**config.mk**
```make
export PLATFORM = sky130hd
export DESIGN_NAME = ipv4_csum_pipe
export DESIGN_NICKNAME = d
export VERILOG_FILES = /design/src/verilog/eth_frame_pkg.sv /design/src/verilog/ipv4_csum_pipe.sv
export SDC_FILE = /design/constraint.sdc
export NUM_CORES = 1
export LEC_CHECK = 0
export CORE_ASPECT_RATIO = 1.1
export CORE_MARGIN = 1.5
export CORE_UTILIZATION = 55
export CTS_BUF_LIST = sky130_fd_sc_hd__clkbuf_4 sky130_fd_sc_hd__clkbuf_8 sky130_fd_sc_hd__clkbuf_16
export DETAILED_ROUTE_END_ITERATION = 8
export DONT_BUFFER_PORTS = 1
export PLACE_DENSITY_LB_ADDON = 0.25
export SETUP_SLACK_MARGIN = 0.5
export SLEW_MARGIN = 20
export SYNTH_ARGS = -nofsm -noshare
export SYNTH_HDL_FRONTEND = slang
export SYNTH_SLANG_ARGS = --single-unit
```
**constraint.sdc**
```tcl
create_clock -name i_txmac_clk -period 3.55 [get_ports i_txmac_clk]
set_input_delay 0.355 -clock i_txmac_clk [delete_from_list [all_inputs] [get_ports i_txmac_clk]]
set_output_delay 0.355 -clock i_txmac_clk [all_outputs]
set_load 0.02 [all_outputs]
```
**src/verilog/eth_frame_pkg.sv**
```systemverilog
package eth_frame_pkg;

    typedef logic [47:0] mac_addr_t;  // six octets, first octet in the top bits
    typedef logic [31:0] ip_addr_t;   // dotted quad, first quad in the top bits
    typedef logic [15:0] udp_port_t;
    typedef logic [15:0] len16_t;     // shared by length and checksum fields
    typedef logic [7:0]  byte_t;

    localparam logic [15:0] ETH_TYPE_IPV4    = 16'h0800;
    localparam logic [7:0]  IPV4_PROTO_UDP   = 8'h11;
    localparam logic [15:0] IPV4_VER_IHL_TOS = 16'h4500;  // version 4, five header words, tos 0
    localparam logic [7:0]  IPV4_TTL         = 8'hff;

    localparam int ETH_HDR_BYTES  = 14;  // dest mac, src mac and ethertype
    localparam int IPV4_HDR_BYTES = 20;  // no options are ever sent
    localparam int UDP_HDR_BYTES  = 8;

    localparam int ETH_FRAME_MAX_BYTES = 1518;
    localparam int ETH_FRAME_MIN_BYTES = 64;

endpackage

```
**src/verilog/ipv4_csum_pipe.sv**
```systemverilog
`timescale 1ns/1ps

module ipv4_csum_pipe (
    input  logic                   i_txmac_clk,
    input  logic                   i_txmac_srst,
    input  logic                   i_start,
    input  eth_frame_pkg::len16_t  i_total_len,
    input  eth_frame_pkg::ip_addr_t i_src_ip,
    input  eth_frame_pkg::ip_addr_t i_dest_ip,
    output eth_frame_pkg::len16_t  o_csum
);

    logic [2:0]  vld;                   // valid flags for the first three stages
    logic [16:0] s1_fix, s1_src, s1_dst;  // id, flags and fragment are zero and skipped
    logic [17:0] s2_a, s2_b;
    logic [18:0] s3_sum;
    logic [16:0] fold_1;                // first carry fold can carry again
    logic [15:0] fold_2;

    assign fold_1 = {1'b0, s3_sum[15:0]} + 17'(s3_sum[18:16]);
    assign fold_2 = fold_1[15:0] + 16'(fold_1[16]);  // second fold cannot overflow

    always_ff @(posedge i_txmac_clk) begin
        if (i_txmac_srst) begin
            vld <= '0;
        end else begin
            vld <= {vld[1:0], i_start};  // one computation in flight at a time
        end
    end

    always_ff @(posedge i_txmac_clk) begin
        s1_fix <= 17'(eth_frame_pkg::IPV4_VER_IHL_TOS) + 17'(i_total_len);  // stage 1 partial sums
        s1_src <= 17'(i_src_ip[31:16]) + 17'(i_src_ip[15:0]);
        s1_dst <= 17'(i_dest_ip[31:16]) + 17'(i_dest_ip[15:0]);
        s2_a   <= 18'(s1_fix) +
                  18'({eth_frame_pkg::IPV4_TTL, eth_frame_pkg::IPV4_PROTO_UDP});  // stage 2 adds ttl
        s2_b   <= 18'(s1_src) + 18'(s1_dst);
        s3_sum <= 19'(s2_a) + 19'(s2_b);       // stage 3
        if (vld[2]) begin
            o_csum <= ~fold_2;  // stage 4 holds its result until the next start reaches here
        end
    end

endmodule

```
==> summary.log <==
qor: yosys.yosysMostFrequentCell dfxtp_1
qor: setup_path.worst_path_dominant_cell_family simple AND/OR/NAND/NOR gates
qor: yosys.syn-cell-area 6820 um^2
qor: yosys.number_of_instances_in_the_synthesized_netlist 699
qor: grt.grt_util_all_layers 0.2163
qor: setup_path.cp_data_required_time 3.69 ns
qor: clock_tree.clkLatencyLatePin 0.40 ns
qor: floorplan.die_x 109.2 um
qor: yosys.dominantRegCellSynth dfxtp_1
qor: grt.first_global_vias 5157
qor: layout.post-route-cell-area 7739 um^2
qor: setup_path.crit_top_cell nor2b_4
qor: yosys.synth_seq_cells 125
qor: clock_tree.cts_root_buf clkbuf_16
qor: floorplan.placementRows 42
qor: layout.insertedDiodeCount 0
qor: setup_path.cp_cell_sequence ha_2 -> inv_1 -> fa_2 -> nor2b_4 -> o21a_4 -> and3_4 -> ha_1 -> nor2b_4 -> and2_4 -> o211a_4 -> nand4_4 -> nor3_4 -> a22oi_2 -> xor2_1
qor: setup_path.timing.setup.critical_path_class flop to flop
qor: flow_run.number_of_violations_of_the_max_capacitance_limit 0
qor: layout.area_delta_synth_final 13.47%
qor: setup_path.critical_path_buf_inv_count 1
qor: timing.fin_worst_hold_slack 0.01964 ns
qor: timing.setup_viol 0
qor: clock_tree.cts_tree done
qor: layout.nNetsFinal 891
qor: timing.period_share 0.8266
qor: timing.finalHoldViolCount 0
qor: setup_path.largest_incremental_delay_on_the_critical_path 0.39 ns
qor: timing.tns 0 ns
qor: yosys.async_reset_ff_frac 0
qor: clock_tree.clk_transition_reported_paths 0.05 ns
qor: yosys.mean_post_synth_cell_area 9.757 um^2
qor: layout.drive_gt1_frac 0.08378
qor: grt.first_pass_grt_wire_length 22230 um
qor: placement.place_area 6984 um^2
qor: timing.max_slew_margin 0.5763
qor: yosys.ys_top_cells_by_count dfxtp_1, ha_1, xnor2_1
qor: hold_path.worst_hold_path_type input pin to flop
qor: grt.antenna_found_initial 0
qor: timing.period_minus_slack 2.934 ns
qor: clock_tree.htreeDepth 4
qor: setup_path.crit_end_category flop
qor: yosys.synth_top_area_share 0.3199
qor: yosys.yosysUniqueCellTypes 71
qor: yosys.synth_nets 861
qor: setup_path.worstPathArrival 3.08 ns
qor: setup_path.timing.critical_path.from_type flop
qor: detailed_routing.detail_route.vias_per_cell 5.719
qor: detailed_routing.finalWirelength 13330 um
qor: setup_path.crit_path_top_delay_cell fa_2
qor: power.static-leakage-power 0.003279 uW
qor: power.pwr_density_cell 821.3 nW/um^2
qor: setup_path.critPathMaxFanout 4
qor: timing.timing.final.max_slew_violations 0
qor: detailed_routing.via_count 5113
qor: floorplan.floorplan.io_pins 99
qor: grt.grt_overflow_total 0
qor: detailed_routing.drt_first_iter_violations 258
qor: placement.numPortBuffers 0
qor: yosys.synth.yosys.warnings 0
qor: detailed_routing.drt-pass1-iter-count 4
qor: timing.postLayoutSetupSlackWorst 0.6157 ns
qor: clock_tree.cts_sinks 125
qor: floorplan.floorplan.initialDensity 0.5643
qor: yosys.number_of_flops_mapped_to_enable_cells_by_yosys 16
qor: floorplan.fp.coreArea 12090 um^2
qor: yosys.synth_largest_area_cell dfxtp_1
qor: power.ir_drop 0.3894 mV
qor: yosys.synthTopCellsByArea dfxtp_1, ha_1, xnor2_1
qor: yosys.synth.yosys.seq_area_share 0.3904
qor: timing.fmax 340.8 MHz
qor: detailed_routing.drt_drc_violations_left 0
qor: outcome.status finished, final reports clean
qor: timing.max_slew.worst_pin.slew 0.6346 ns
qor: placement.pre_cts_ws 0.1921 ns
qor: timing.grt_setup_unrepaired no
qor: clock_tree.cts_inserted_buffers 17
qor: placement.detailed_place_hpwl 10480 um
qor: timing.finClkSkew 0.006387 ns
qor: floorplan.design.die.area 13080 um^2
qor: placement.gpl.final_weighted_congestion 0.8289
qor: clock_tree.number_of_buffers_on_the_longest_clock_path 2
qor: detailed_routing.wire_per_inst 14.90 um
qor: detailed_routing.antenna_violating_nets_post_route 0
qor: grt.pin_count_of_the_biggest_net_entering_global_routing 17
qor: floorplan.die_y 119.8 um
-- worst paths after layout --
kind              cells after the start  slack [ns]                from                    to
setup / recovery                     14        0.62  s3_sum[16]$_DFF_P_  o_csum[15]$_DFFE_PP_
setup reg to reg                     14        0.62  s3_sum[16]$_DFF_P_  o_csum[15]$_DFFE_PP_
hold reg to reg                       1        0.42   s1_fix[0]$_DFF_P_       s2_a[0]$_DFF_P_
hold / removal                        1        0.02      i_total_len[8]     s1_fix[8]$_DFF_P_
-- power breakdown --
part           switching (uW)  internal [uW]
combinational            1470           1170
clock                     560           1050
sequential                247           1860
-- repair_timing --
action                                  in CTS  in global routing
pin swaps                                    1                  4
gates cloned                                 0                  0
resized for setup                            8                  7
buffers inserted                             1                  5
hold endpoints to repair                    11                  0
endpoints found under the setup margin       7                  6
hold buffers                                 9                  0
-- per-stage QoR --
stage               total power [uW]  utilization  std cells
floorplan                       4106            -        699
global placement                4572       0.5778        849
detailed placement              4660       0.5778        849
CTS                             6352       0.6352        889
global route                    6832       0.6403        894
finish                          6356       0.6403        894
-- kinds of logic (layout without fill, tap and decap cells) --
logic type	after synthesis	count (layout)	synth area share
AO/OA/AOI/OAI	169	169	0.1647
AND/OR/NAND/NOR	197	197	0.1510
flip-flops	125	125	0.3904
buffers and inverters	36	77	0.02330
adder cells (fa/ha/maj)	79	79	0.1504
XOR/XNOR	90	90	0.1156
multiplexers	3	3	0.004586
-- final cells by class --
| class | count | area (um^2) |
|---|---|---|
| well taps | 154 | 192.7 |
| repair buffers | 17 | 150.1 |
| multi-input cells | 538 | 4055 |
| fillers | 991 | 4348 |
| clock inverters | 6 | 60.06 |
| flip-flops and latches | 125 | 2666 |
| clock buffers | 24 | 501.7 |
| inverters | 30 | 112.6 |
-- cells in the final DEF (no fill, tap or decap), types with 10 or more instances in the layout --
cell type / Yosys / routed
dfxtp_1: 109 / 106
edfxtp_1: 16 / 16
nor3_1: 20 / 20
clkbuf_16: 0 / 18
nand3_1: 15 / 15
nand4_1: 16 / 16
nand2b_1: 10 / 10
nand2_1: 24 / 24
xor2_1: 30 / 30
a21o_1: 19 / 19
a21oi_1: 51 / 51
o21ai_0: 28 / 28
inv_1: 30 / 30
o21bai_1: 12 / 12
nor2_1: 58 / 56
xnor2_1: 60 / 60
ha_1: 74 / 73
-- flip-flops by register name, indices dropped and copies added (netlist names) --
| name | flops |
|---|---|
| s3_sum | 19 |
| s2_a | 18 |
| s2_b | 18 |
| s1_dst | 17 |
| s1_fix | 17 |
| s1_src | 17 |
| o_csum | 16 |
| vld | 3 |
-- routing by layer --
metal  wire length (um)  global-route usage  part of all wire  vias to the layer above
met5                  0                   0                 0                        -
met4                342              0.1023             0.026                        0
met3                467             0.04508             0.035                       14
met2               7253              0.4105              0.54                      123
met1               5261              0.2196              0.39                     2378
li1                   -                   -                 -                     2598
(Power assumes the default switching activity.)
