`src/verilog/eth_frame_pkg.sv`:
```
package eth_frame_pkg;

    typedef logic [47:0] mac_addr_t;  // six octets, first octet in the top bits
    typedef logic [31:0] ip_addr_t;   // dotted quad, first quad in the top bits
    typedef logic [15:0] udp_port_t;
    typedef logic [15:0] len16_t;     // shared by length and checksum fields
    typedef logic [7:0]  byte_t;

    localparam logic [15:0] ETH_TYPE_IPV4    = 16'h0800;
    localparam logic [7:0]  IPV4_PROTO_UDP   = 8'h11;
    localparam logic [15:0] IPV4_VER_IHL_TOS = 16'h4500;  // version 4, five header words, tos 0
    localparam logic [7:0]  IPV4_TTL         = 8'hff;

    localparam int ETH_HDR_BYTES  = 14;  // dest mac, src mac and ethertype
    localparam int IPV4_HDR_BYTES = 20;  // no options are ever sent
    localparam int UDP_HDR_BYTES  = 8;

    localparam int ETH_FRAME_MAX_BYTES = 1518;
    localparam int ETH_FRAME_MIN_BYTES = 64;

endpackage

```
`src/verilog/udp_pktzr_pkg.sv`:
```
package udp_pktzr_pkg;

    localparam int SEQ_NUM_BYTES = 4;
    typedef logic [8*SEQ_NUM_BYTES-1:0] seq_num_t;  // sent most significant byte first

    localparam int HDR_BYTES = eth_frame_pkg::ETH_HDR_BYTES + eth_frame_pkg::IPV4_HDR_BYTES +
                               eth_frame_pkg::UDP_HDR_BYTES;  // 42 bytes ahead of the udp payload

    localparam int FIFO_ADDR_BITS = 11;  // 2048 words
    localparam int FIFO_AFULL_LVL = 2**FIFO_ADDR_BITS - eth_frame_pkg::ETH_FRAME_MAX_BYTES;
    localparam int FRAME_CNT_BITS =
        $clog2(2**FIFO_ADDR_BITS / eth_frame_pkg::ETH_FRAME_MIN_BYTES + 1);  // must reach 32

    typedef struct packed {
        logic                 eof;   // set on the final byte of a frame
        eth_frame_pkg::byte_t data;
    } fifo_word_t;

    typedef enum logic [2:0] {
        IDLE,
        ETH_HDR,
        IPV4_HDR,
        UDP_HDR,
        SEQ_NUM,
        PAYLOAD
    } builder_state_e;

endpackage

```
`src/verilog/frame_wr_if.sv`:
```
`timescale 1ns/1ps

interface frame_wr_if;

    logic                     wr;     // one word written per high cycle
    udp_pktzr_pkg::fifo_word_t word;
    logic                     afull;  // room left for exactly one maximum frame
    logic                     full;

    modport builder (
        output wr,
        output word,
        input  afull
    );

    modport buffer (
        input  wr,
        input  word,
        output afull,
        output full
    );

endinterface

```
`src/verilog/udp_frame_builder.sv`:
```
`timescale 1ns/1ps

module udp_frame_builder (
    input  logic                      i_txmac_clk,
    input  logic                      i_txmac_srst,
    input  logic                      i_start,
    output logic                      o_start_ack,
    output logic                      o_done,
    output logic                      o_data_byte_rd,
    input  logic                      i_data_byte_vld,
    input  eth_frame_pkg::byte_t      i_data_byte,
    input  eth_frame_pkg::mac_addr_t  i_dest_mac,
    input  eth_frame_pkg::mac_addr_t  i_src_mac,
    input  eth_frame_pkg::ip_addr_t   i_dest_ip,
    input  eth_frame_pkg::ip_addr_t   i_src_ip,
    input  eth_frame_pkg::udp_port_t  i_dest_port,
    input  eth_frame_pkg::udp_port_t  i_src_port,
    input  eth_frame_pkg::len16_t     i_udp_payload_bytes,
    input  logic                      i_seq_num_prsnt,
    input  udp_pktzr_pkg::seq_num_t   i_seq_num,
    output logic                      o_csum_start,
    output eth_frame_pkg::len16_t     o_total_len,
    input  eth_frame_pkg::len16_t     i_csum,
    frame_wr_if.builder               wr_if
);

    udp_pktzr_pkg::builder_state_e state;
    logic [327:0]                  hdr_sr;     // header bytes 1 to 41, next byte on top
    logic [5:0]                    hdr_cnt;    // header bytes written so far
    eth_frame_pkg::len16_t         pay_cnt;    // 1-based index of the next udp payload byte
    eth_frame_pkg::len16_t         pay_len;    // includes the sequence number bytes
    logic                          seq_prsnt;
    udp_pktzr_pkg::seq_num_t       seq_sr;
    eth_frame_pkg::len16_t         total_len;
    eth_frame_pkg::len16_t         udp_len;
    logic                          pay_last;

    assign total_len = 16'(i_udp_payload_bytes + eth_frame_pkg::IPV4_HDR_BYTES +
                           eth_frame_pkg::UDP_HDR_BYTES);
    assign udp_len   = 16'(i_udp_payload_bytes + eth_frame_pkg::UDP_HDR_BYTES);
    assign pay_last  = (pay_cnt == pay_len);

    always_ff @(posedge i_txmac_clk) begin
        if (i_txmac_srst) begin
            state          <= udp_pktzr_pkg::IDLE;
            o_start_ack    <= 1'b0;
            o_done         <= 1'b0;
            o_data_byte_rd <= 1'b0;
            o_csum_start   <= 1'b0;
            wr_if.wr       <= 1'b0;
        end else begin
            o_start_ack    <= 1'b0;  // single-cycle pulses unless a state says otherwise
            o_csum_start   <= 1'b0;
            o_data_byte_rd <= 1'b0;
            wr_if.wr       <= 1'b0;
            o_done         <= wr_if.wr & wr_if.word.eof;  // one cycle behind the eof write
            case (state)
                udp_pktzr_pkg::IDLE: begin
                    if (i_start && !wr_if.afull) begin  // only start with room for a full frame
                        o_start_ack  <= 1'b1;
                        o_csum_start <= 1'b1;           // pipeline runs beside the eth header
                        o_total_len  <= total_len;
                        wr_if.wr     <= 1'b1;
                        wr_if.word   <= '{eof: 1'b0, data: i_dest_mac[47:40]};
                        hdr_sr       <= {i_dest_mac[39:0], i_src_mac, eth_frame_pkg::ETH_TYPE_IPV4,
                                         eth_frame_pkg::IPV4_VER_IHL_TOS, total_len, 32'h0,
                                         eth_frame_pkg::IPV4_TTL, eth_frame_pkg::IPV4_PROTO_UDP,
                                         16'h0, i_src_ip, i_dest_ip,
                                         i_src_port, i_dest_port, udp_len, 16'h0};
                        hdr_cnt      <= 6'd1;
                        pay_len      <= i_udp_payload_bytes;
                        seq_prsnt    <= i_seq_num_prsnt;
                        seq_sr       <= i_seq_num;
                        state        <= udp_pktzr_pkg::ETH_HDR;
                    end
                end
                udp_pktzr_pkg::ETH_HDR, udp_pktzr_pkg::IPV4_HDR, udp_pktzr_pkg::UDP_HDR: begin
                    wr_if.wr   <= 1'b1;
                    wr_if.word <= '{eof: 1'b0, data: hdr_sr[327:320]};
                    hdr_sr     <= {hdr_sr[319:0], 8'h00};
                    hdr_cnt    <= hdr_cnt + 6'd1;
                    if (hdr_cnt == 6'(eth_frame_pkg::ETH_HDR_BYTES - 1)) begin
                        // last eth byte goes out, checksum lands in ipv4 bytes 10 and 11
                        hdr_sr <= {hdr_sr[319:240], i_csum, hdr_sr[223:0], 8'h00};
                        state  <= udp_pktzr_pkg::IPV4_HDR;
                    end
                    if (hdr_cnt == 6'(eth_frame_pkg::ETH_HDR_BYTES +
                                      eth_frame_pkg::IPV4_HDR_BYTES - 1)) begin
                        state <= udp_pktzr_pkg::UDP_HDR;
                    end
                    if (hdr_cnt == 6'(udp_pktzr_pkg::HDR_BYTES - 1)) begin
                        pay_cnt <= 16'd1;
                        if (seq_prsnt) begin
                            state <= udp_pktzr_pkg::SEQ_NUM;
                        end else begin
                            o_data_byte_rd <= 1'b1;  // ask for payload one cycle early
                            state          <= udp_pktzr_pkg::PAYLOAD;
                        end
                    end
                end
                udp_pktzr_pkg::SEQ_NUM: begin
                    wr_if.wr   <= 1'b1;
                    wr_if.word <= '{eof: pay_last, data: seq_sr[$bits(seq_sr)-1 -: 8]};  // msb first
                    seq_sr     <= seq_sr << 8;
                    pay_cnt    <= pay_cnt + 16'd1;
                    if (pay_last) begin
                        state <= udp_pktzr_pkg::IDLE;  // payload held nothing past the sequence number
                    end else if (pay_cnt == 16'(udp_pktzr_pkg::SEQ_NUM_BYTES)) begin
                        o_data_byte_rd <= 1'b1;
                        state          <= udp_pktzr_pkg::PAYLOAD;
                    end
                end
                udp_pktzr_pkg::PAYLOAD: begin
                    o_data_byte_rd <= 1'b1;
                    if (i_data_byte_vld && o_data_byte_rd) begin  // byte consumed this cycle
                        wr_if.wr   <= 1'b1;
                        wr_if.word <= '{eof: pay_last, data: i_data_byte};
                        pay_cnt    <= pay_cnt + 16'd1;
                        if (pay_last) begin
                            o_data_byte_rd <= 1'b0;
                            state          <= udp_pktzr_pkg::IDLE;
                        end
                    end
                end
                default: state <= udp_pktzr_pkg::IDLE;
            endcase
        end
    end

endmodule

```
`src/flat_wrapper.sv`:
```
// flat-port wrapper written by rule: the top's interface ports become plain ports
module udp_frame_builder_flat 
  (i_txmac_clk, i_txmac_srst, i_start, o_start_ack, o_done, o_data_byte_rd, i_data_byte_vld, i_data_byte, i_dest_mac, i_src_mac, i_dest_ip, i_src_ip, i_dest_port, i_src_port, i_udp_payload_bytes, i_seq_num_prsnt, i_seq_num, o_csum_start, o_total_len, i_csum, wr_if_wr, wr_if_word, wr_if_afull);
  frame_wr_if wr_if_i ();
  input  logic i_txmac_clk;
  input  logic i_txmac_srst;
  input  logic i_start;
  output logic o_start_ack;
  output logic o_done;
  output logic o_data_byte_rd;
  input  logic i_data_byte_vld;
  input  eth_frame_pkg::byte_t i_data_byte;
  input  eth_frame_pkg::mac_addr_t i_dest_mac;
  input  eth_frame_pkg::mac_addr_t i_src_mac;
  input  eth_frame_pkg::ip_addr_t i_dest_ip;
  input  eth_frame_pkg::ip_addr_t i_src_ip;
  input  eth_frame_pkg::udp_port_t i_dest_port;
  input  eth_frame_pkg::udp_port_t i_src_port;
  input  eth_frame_pkg::len16_t i_udp_payload_bytes;
  input  logic i_seq_num_prsnt;
  input  udp_pktzr_pkg::seq_num_t i_seq_num;
  output logic o_csum_start;
  output eth_frame_pkg::len16_t o_total_len;
  input  eth_frame_pkg::len16_t i_csum;
  output wire logic [$bits(wr_if_i.wr)-1:0] wr_if_wr;
  output wire logic [$bits(wr_if_i.word)-1:0] wr_if_word;
  input wire logic [$bits(wr_if_i.afull)-1:0] wr_if_afull;
  assign wr_if_wr = wr_if_i.wr;
  assign wr_if_word = wr_if_i.word;
  assign wr_if_i.afull = wr_if_afull;
  udp_frame_builder u_core (.i_txmac_clk(i_txmac_clk), .i_txmac_srst(i_txmac_srst), .i_start(i_start), .o_start_ack(o_start_ack), .o_done(o_done), .o_data_byte_rd(o_data_byte_rd), .i_data_byte_vld(i_data_byte_vld), .i_data_byte(i_data_byte), .i_dest_mac(i_dest_mac), .i_src_mac(i_src_mac), .i_dest_ip(i_dest_ip), .i_src_ip(i_src_ip), .i_dest_port(i_dest_port), .i_src_port(i_src_port), .i_udp_payload_bytes(i_udp_payload_bytes), .i_seq_num_prsnt(i_seq_num_prsnt), .i_seq_num(i_seq_num), .o_csum_start(o_csum_start), .o_total_len(o_total_len), .i_csum(i_csum), .wr_if(wr_if_i));
endmodule
```
`config.mk`:
```
export PLATFORM = sky130hd
export DESIGN_NAME = udp_frame_builder_flat
export DESIGN_NICKNAME = d
export VERILOG_FILES = /design/src/verilog/eth_frame_pkg.sv /design/src/verilog/udp_pktzr_pkg.sv /design/src/verilog/frame_wr_if.sv /design/src/verilog/udp_frame_builder.sv /design/src/flat_wrapper.sv
export SDC_FILE = /design/constraint.sdc
export NUM_CORES = 1
export LEC_CHECK = 0
export ABC_AREA = 1
export BUFFER_PORTS_ARGS = -buffer_cell sky130_fd_sc_hd__buf_4
export CAP_MARGIN = 10
export CORE_ASPECT_RATIO = 1.2
export CORE_MARGIN = 4
export CORE_UTILIZATION = 45
export CTS_BUF_LIST = sky130_fd_sc_hd__clkbuf_2
export CTS_CLUSTER_DIAMETER = 120
export DETAILED_ROUTE_END_ITERATION = 6
export GPL_TIMING_DRIVEN = 0
export PLACE_DENSITY_LB_ADDON = 0.05
export SYNTH_ARGS = -nofsm -noshare
export SYNTH_HDL_FRONTEND = slang
export SYNTH_SLANG_ARGS = --single-unit
```
`constraint.sdc`:
```
create_clock -name i_txmac_clk -period 14.8 [get_ports i_txmac_clk]
set_clock_uncertainty 0.05 [all_clocks]
set_input_delay 2.96 -clock i_txmac_clk [delete_from_list [all_inputs] [get_ports i_txmac_clk]]
set_output_delay 2.96 -clock i_txmac_clk [all_outputs]
set_load 0.02 [all_outputs]
```
==> results.txt <==
- Synthesized area: roughly 0.018 mm2
- Once the clock tree was built, the resizer swapped 0 gates to a different size.
- Ports: 300
* List of cells traversed by the critical path: buf_4, buf_4
- The number of different library cells used by synthesis comes to 31.
* Share of synthesized cell area in and, or, nand and nor gates: approximately 22%
- The longest clock path from root to sink contains 3 buffers.
- The flow ran to the end, and the final reports show no timing, DRC or antenna violations.
- For this run, the register share of the synthesized area comes to a little under 70%.
- Required time worst endpoint: 11.79 ns
- Routed WL: around 42000 um
* Final critical path time including I/O delays and setup: 4.69 ns
- Fraction of synthesis flops using an asynchronous set or reset pin: 0%
- Pleak: between 9 and 10 nW
* Setup TNS after final layout: 0 ns
- Launch point of the worst reg-to-reg path: u_core.state[2]$_SDFFE_PP0P_
- TritonCTS built the clock tree.
- Footprint of the multi-input gates: 0.00469 mm2
- Final cell utilization of the core: around 56%
- The first global-routing pass estimated about 65000 um of wire.
- Worst reg-to-reg path cell count: 8
- Fmax: between 200 and 250 MHz
- Placeable Area: 0.0390 mm2
- The filler cells instantiated in the layout total 3606.
- Setup repair after global routing left no endpoint under its margin.
- The clock reaches the later pin of the worst-skew pair after ~1 ns.
* Most common library cells after synthesis: nand2_1, edfxtp_1, nor2_1
* Initial standard-cell utilization of the core: between 40% and 50%
- In this run the core area contains between 70 and 80 standard-cell rows.
- Leading cell types by total area after synthesis: edfxtp_1, nand2_1, nor2_1
* Hold Path Sink: u_core.o_done$_SDFF_PP0_
- Endpoint of the worst-slack reg-to-reg timing path: u_core.hdr_sr[104]$_DFFE_PP_
* Number of register bits inferred by synthesis: 413
- Area share of the leading cell type in the synthesized netlist: between 60% and 70%
- Startpoint type of the worst setup path: flip-flop
- The cell sitting at the root of the clock tree is a clkbuf_2.
- During synthesis, Yosys emitted a total of 0 warnings.
* Post-synthesis xor/xnor area fraction: 0.928%
- Clock sink count: around 410
- The slowest stage of the critical path belongs to the cell edfxtp_1.
- The die covers approximately 0.043 mm2.
* Area growth syn-to-layout: 21.7%
- Counting instances, the worst hold path has a depth of 2.
- Via count of the routed design: 13000
* Die boundary height: between 200 and 250 um
* Overflow left after global routing: 0
- The count of final max-slew check failures came to 0.
* Number of nets at the end of the flow: approximately 2500
- Detailed-routing iteration count for the pre-antenna-repair pass: 5
* Critical Path Fanout Max: 3
- At the pin with the least slew margin, the transition time is roughly 0.9 ns.
- In this run the tightest slew margin relative to its limit is about two fifths.
- Summed over all instances, the cell type with the most area after synthesis is edfxtp_1.
- Adder-cell share of the synthesized area: less than 1%
- Power density of the placed cells: approximately 170 mW/mm2
- The cell that appears most often on the critical path is buf_4.
* Number of violations of the max-capacitance limit: 0
* Footprint of the flip-flops and latches: approximately 0.012 mm2
- In this run, synthesis inferred approximately 410 flip-flops with an integrated enable.
- # DRC: 0
- The die is about 190 um wide.
- The H-tree generated during clock tree synthesis spans 3 levels.
- Antenna violations before repair: 2
* Combined global-route utilization of all metal layers: 19.1%
* Hold Vio Cnt, Final: 0
* Mean instance size in the synthesized netlist: 10.1 um2
- TritonCTS created between 100 and 150 clock buffers.
- Largest net degree at the start of global routing: 129
- Among all flip-flop cells after synthesis, the most frequent one is edfxtp_1.
- Dominant combinational cell family by area after synthesis: simple AND/OR/NAND/NOR gates
* Port Buffers: approximately 300
- The worst setup path is captured at a primary output.
- Counting every net in the synthesized netlist gives between 2000 and 2500.
- Synthesis produced a netlist whose cell count is around 1800.
- Detailed placement ended at an HPWL of 30100 um.
- Arr. time, crit path: 1.68 ns
- In the final routed layout, each cell accounts on average for between 15 and 20 um.
* Mux contribution to synthesized area: 0%
- Worst hold-check path type: flip-flop to flip-flop
- In the post-synthesis netlist, the cell with the most instances is nand2_1.
* Longest individual stage delay on the worst path: 0.43 ns
* Fraction of layout cells with a size suffix above 1: between 20% and 30%
- For this block, the initial DRC count from the detailed router was 673.
- Setup violators final: 0
- In this run, post-CTS hold repair placed 0 buffers.
- The via count of the first global-routing pass came to between 10000 and 15000.
- The worst hold path begins at u_core.wr_if.wr$_SDFF_PP0_.
* Buffers inserted by post-CTS timing repair: 0
- Final weighted congestion of routability-driven global placement: about 0.86
- In this run the register-to-register setup slack is 11.87 ns.
- VDD IR max: slightly below 0.1 mV
- Area fraction in compound gates after synthesis: about 2.2%
- The critical path is of the flip-flop to primary output type.
* Vias per std cell: about 4.7
- Once detail routing completed, the nets flagged for antenna violations numbered 0.
* Share of the cycle needed by the critical path after routing: approximately a third
- After clock tree synthesis, the clock-pin slew on the worst setup and hold paths is 0.11 ns.
==> worst max-delay path, delay by kind of cell, from the launching register on <==
kind | cells | cell delay (ns)
buf+inv | 2 | 0.29
flops | 1 | 0.43
==> layout by cell type (no fill, tap or decap), types with 12 or more instances in the layout <==
| master | synthesis | layout |
|---|---|---|
| a21oi_1 | 37 | 36 |
| xor2_1 | 16 | 16 |
| buf_2 | 44 | 44 |
| buf_4 | 5 | 303 |
| nand2_1 | 804 | 804 |
| o21ai_0 | 34 | 34 |
| or2_2 | 13 | 13 |
| nand3_1 | 14 | 14 |
| clkbuf_2 | 0 | 136 |
| clkinv_1 | 0 | 23 |
| clkbuf_1 | 21 | 21 |
| nand4_1 | 12 | 12 |
| nor2_1 | 165 | 164 |
| edfxtp_1 | 406 | 406 |
| inv_1 | 152 | 151 |
==> layout make-up <==
| type | count | share of cell area (%) |
|---|---|---|
| flip-flops and latches | 413 | 56.5 |
| multi-input cells | 1132 | 21.5 |
| repair buffers | 302 | 10.6 |
| clock buffers | 136 | 3.12 |
| well taps | 526 | 3.02 |
| inverters | 158 | 2.75 |
| plain buffers | 72 | 1.58 |
| clock inverters | 34 | 0.854 |
| diodes | 2 | 0.0229 |
==> registers in the layout, summed over array words and instances, names as in the netlist, 3 cells and up <==
name                cells
u_core.state            3
u_core.pay_len         14
u_core.hdr_sr         312
u_core.seq_sr          32
u_core.wr_if.word       9
u_core.hdr_cnt          6
u_core.o_total_len     16
u_core.pay_cnt         16
==> how the worst max path moves through the flow <==
stage	start	endpoint	slack [ns]	depth (start not counted)
2_1_floorplan	i_txmac_srst	u_core.hdr_cnt[0]$_SDFFCE_PP1P_	4.63	4
6_report	u_core.o_total_len[0]$_DFFE_PP_	o_total_len[0]	10.11	2
3_3_place_gp	wr_if_afull	u_core.hdr_sr[107]$_DFFE_PP_	1.85	6
3_5_place_dp	i_txmac_srst	u_core.hdr_sr[107]$_DFFE_PP_	9.11	6
4_1_cts	u_core.o_total_len[0]$_DFFE_PP_	o_total_len[0]	9.95	2
5_1_grt	u_core.o_total_len[1]$_DFFE_PP_	o_total_len[1]	9.94	2
==> metrics by stage <==
stage | instances | power [mW] | instance area, um2 | hold slack, ns | worst slack, ns
after CTS | 2773 | 3.67 | 21800 | 0.395 | 9.95
after floorplan | 1775 | 2.57 | 17900 | 0.417 | 4.63
final | 2775 | 3.61 | 21800 | 0.401 | 10.11
after detailed placement | 2603 | 2.93 | 20900 | 0.382 | 9.11
after global routing | 2774 | 3.89 | 21800 | 0.431 | 9.94
after global placement | 2599 | 2.99 | 20800 | 0.377 | 1.85
==> power breakdown <==
group / internal (mW) / total (mW) / switching (mW) / leakage (nW)
Combinational: 0.331 / 1.10 / 0.772 / 5.33
Clock: 0.283 / 0.729 / 0.445 / 0.666
Sequential: 1.71 / 1.78 / 0.0713 / 3.87
==> per-layer routing <==
metal,routed length [um],vias to the layer above,GRT usage [%]
li1,-,6581,-
met1,17300,5986,23.3
met2,21500,388,33.6
met3,2790,67,4.71
met4,759,2,6.16
met5,8,-,0
==> logic make-up (layout without fill, tap and decap cells) <==
family	Yosys count	in the layout
DFF	413	413
buffers and inverters	230	702
other	0	2
adders and majority gates	8	8
AOI/OAI and AO/OA	75	75
xor gates and xnor gates	19	19
and+or+nand+nor	1030	1030
Note: power is estimated with default switching activity, not from simulation.
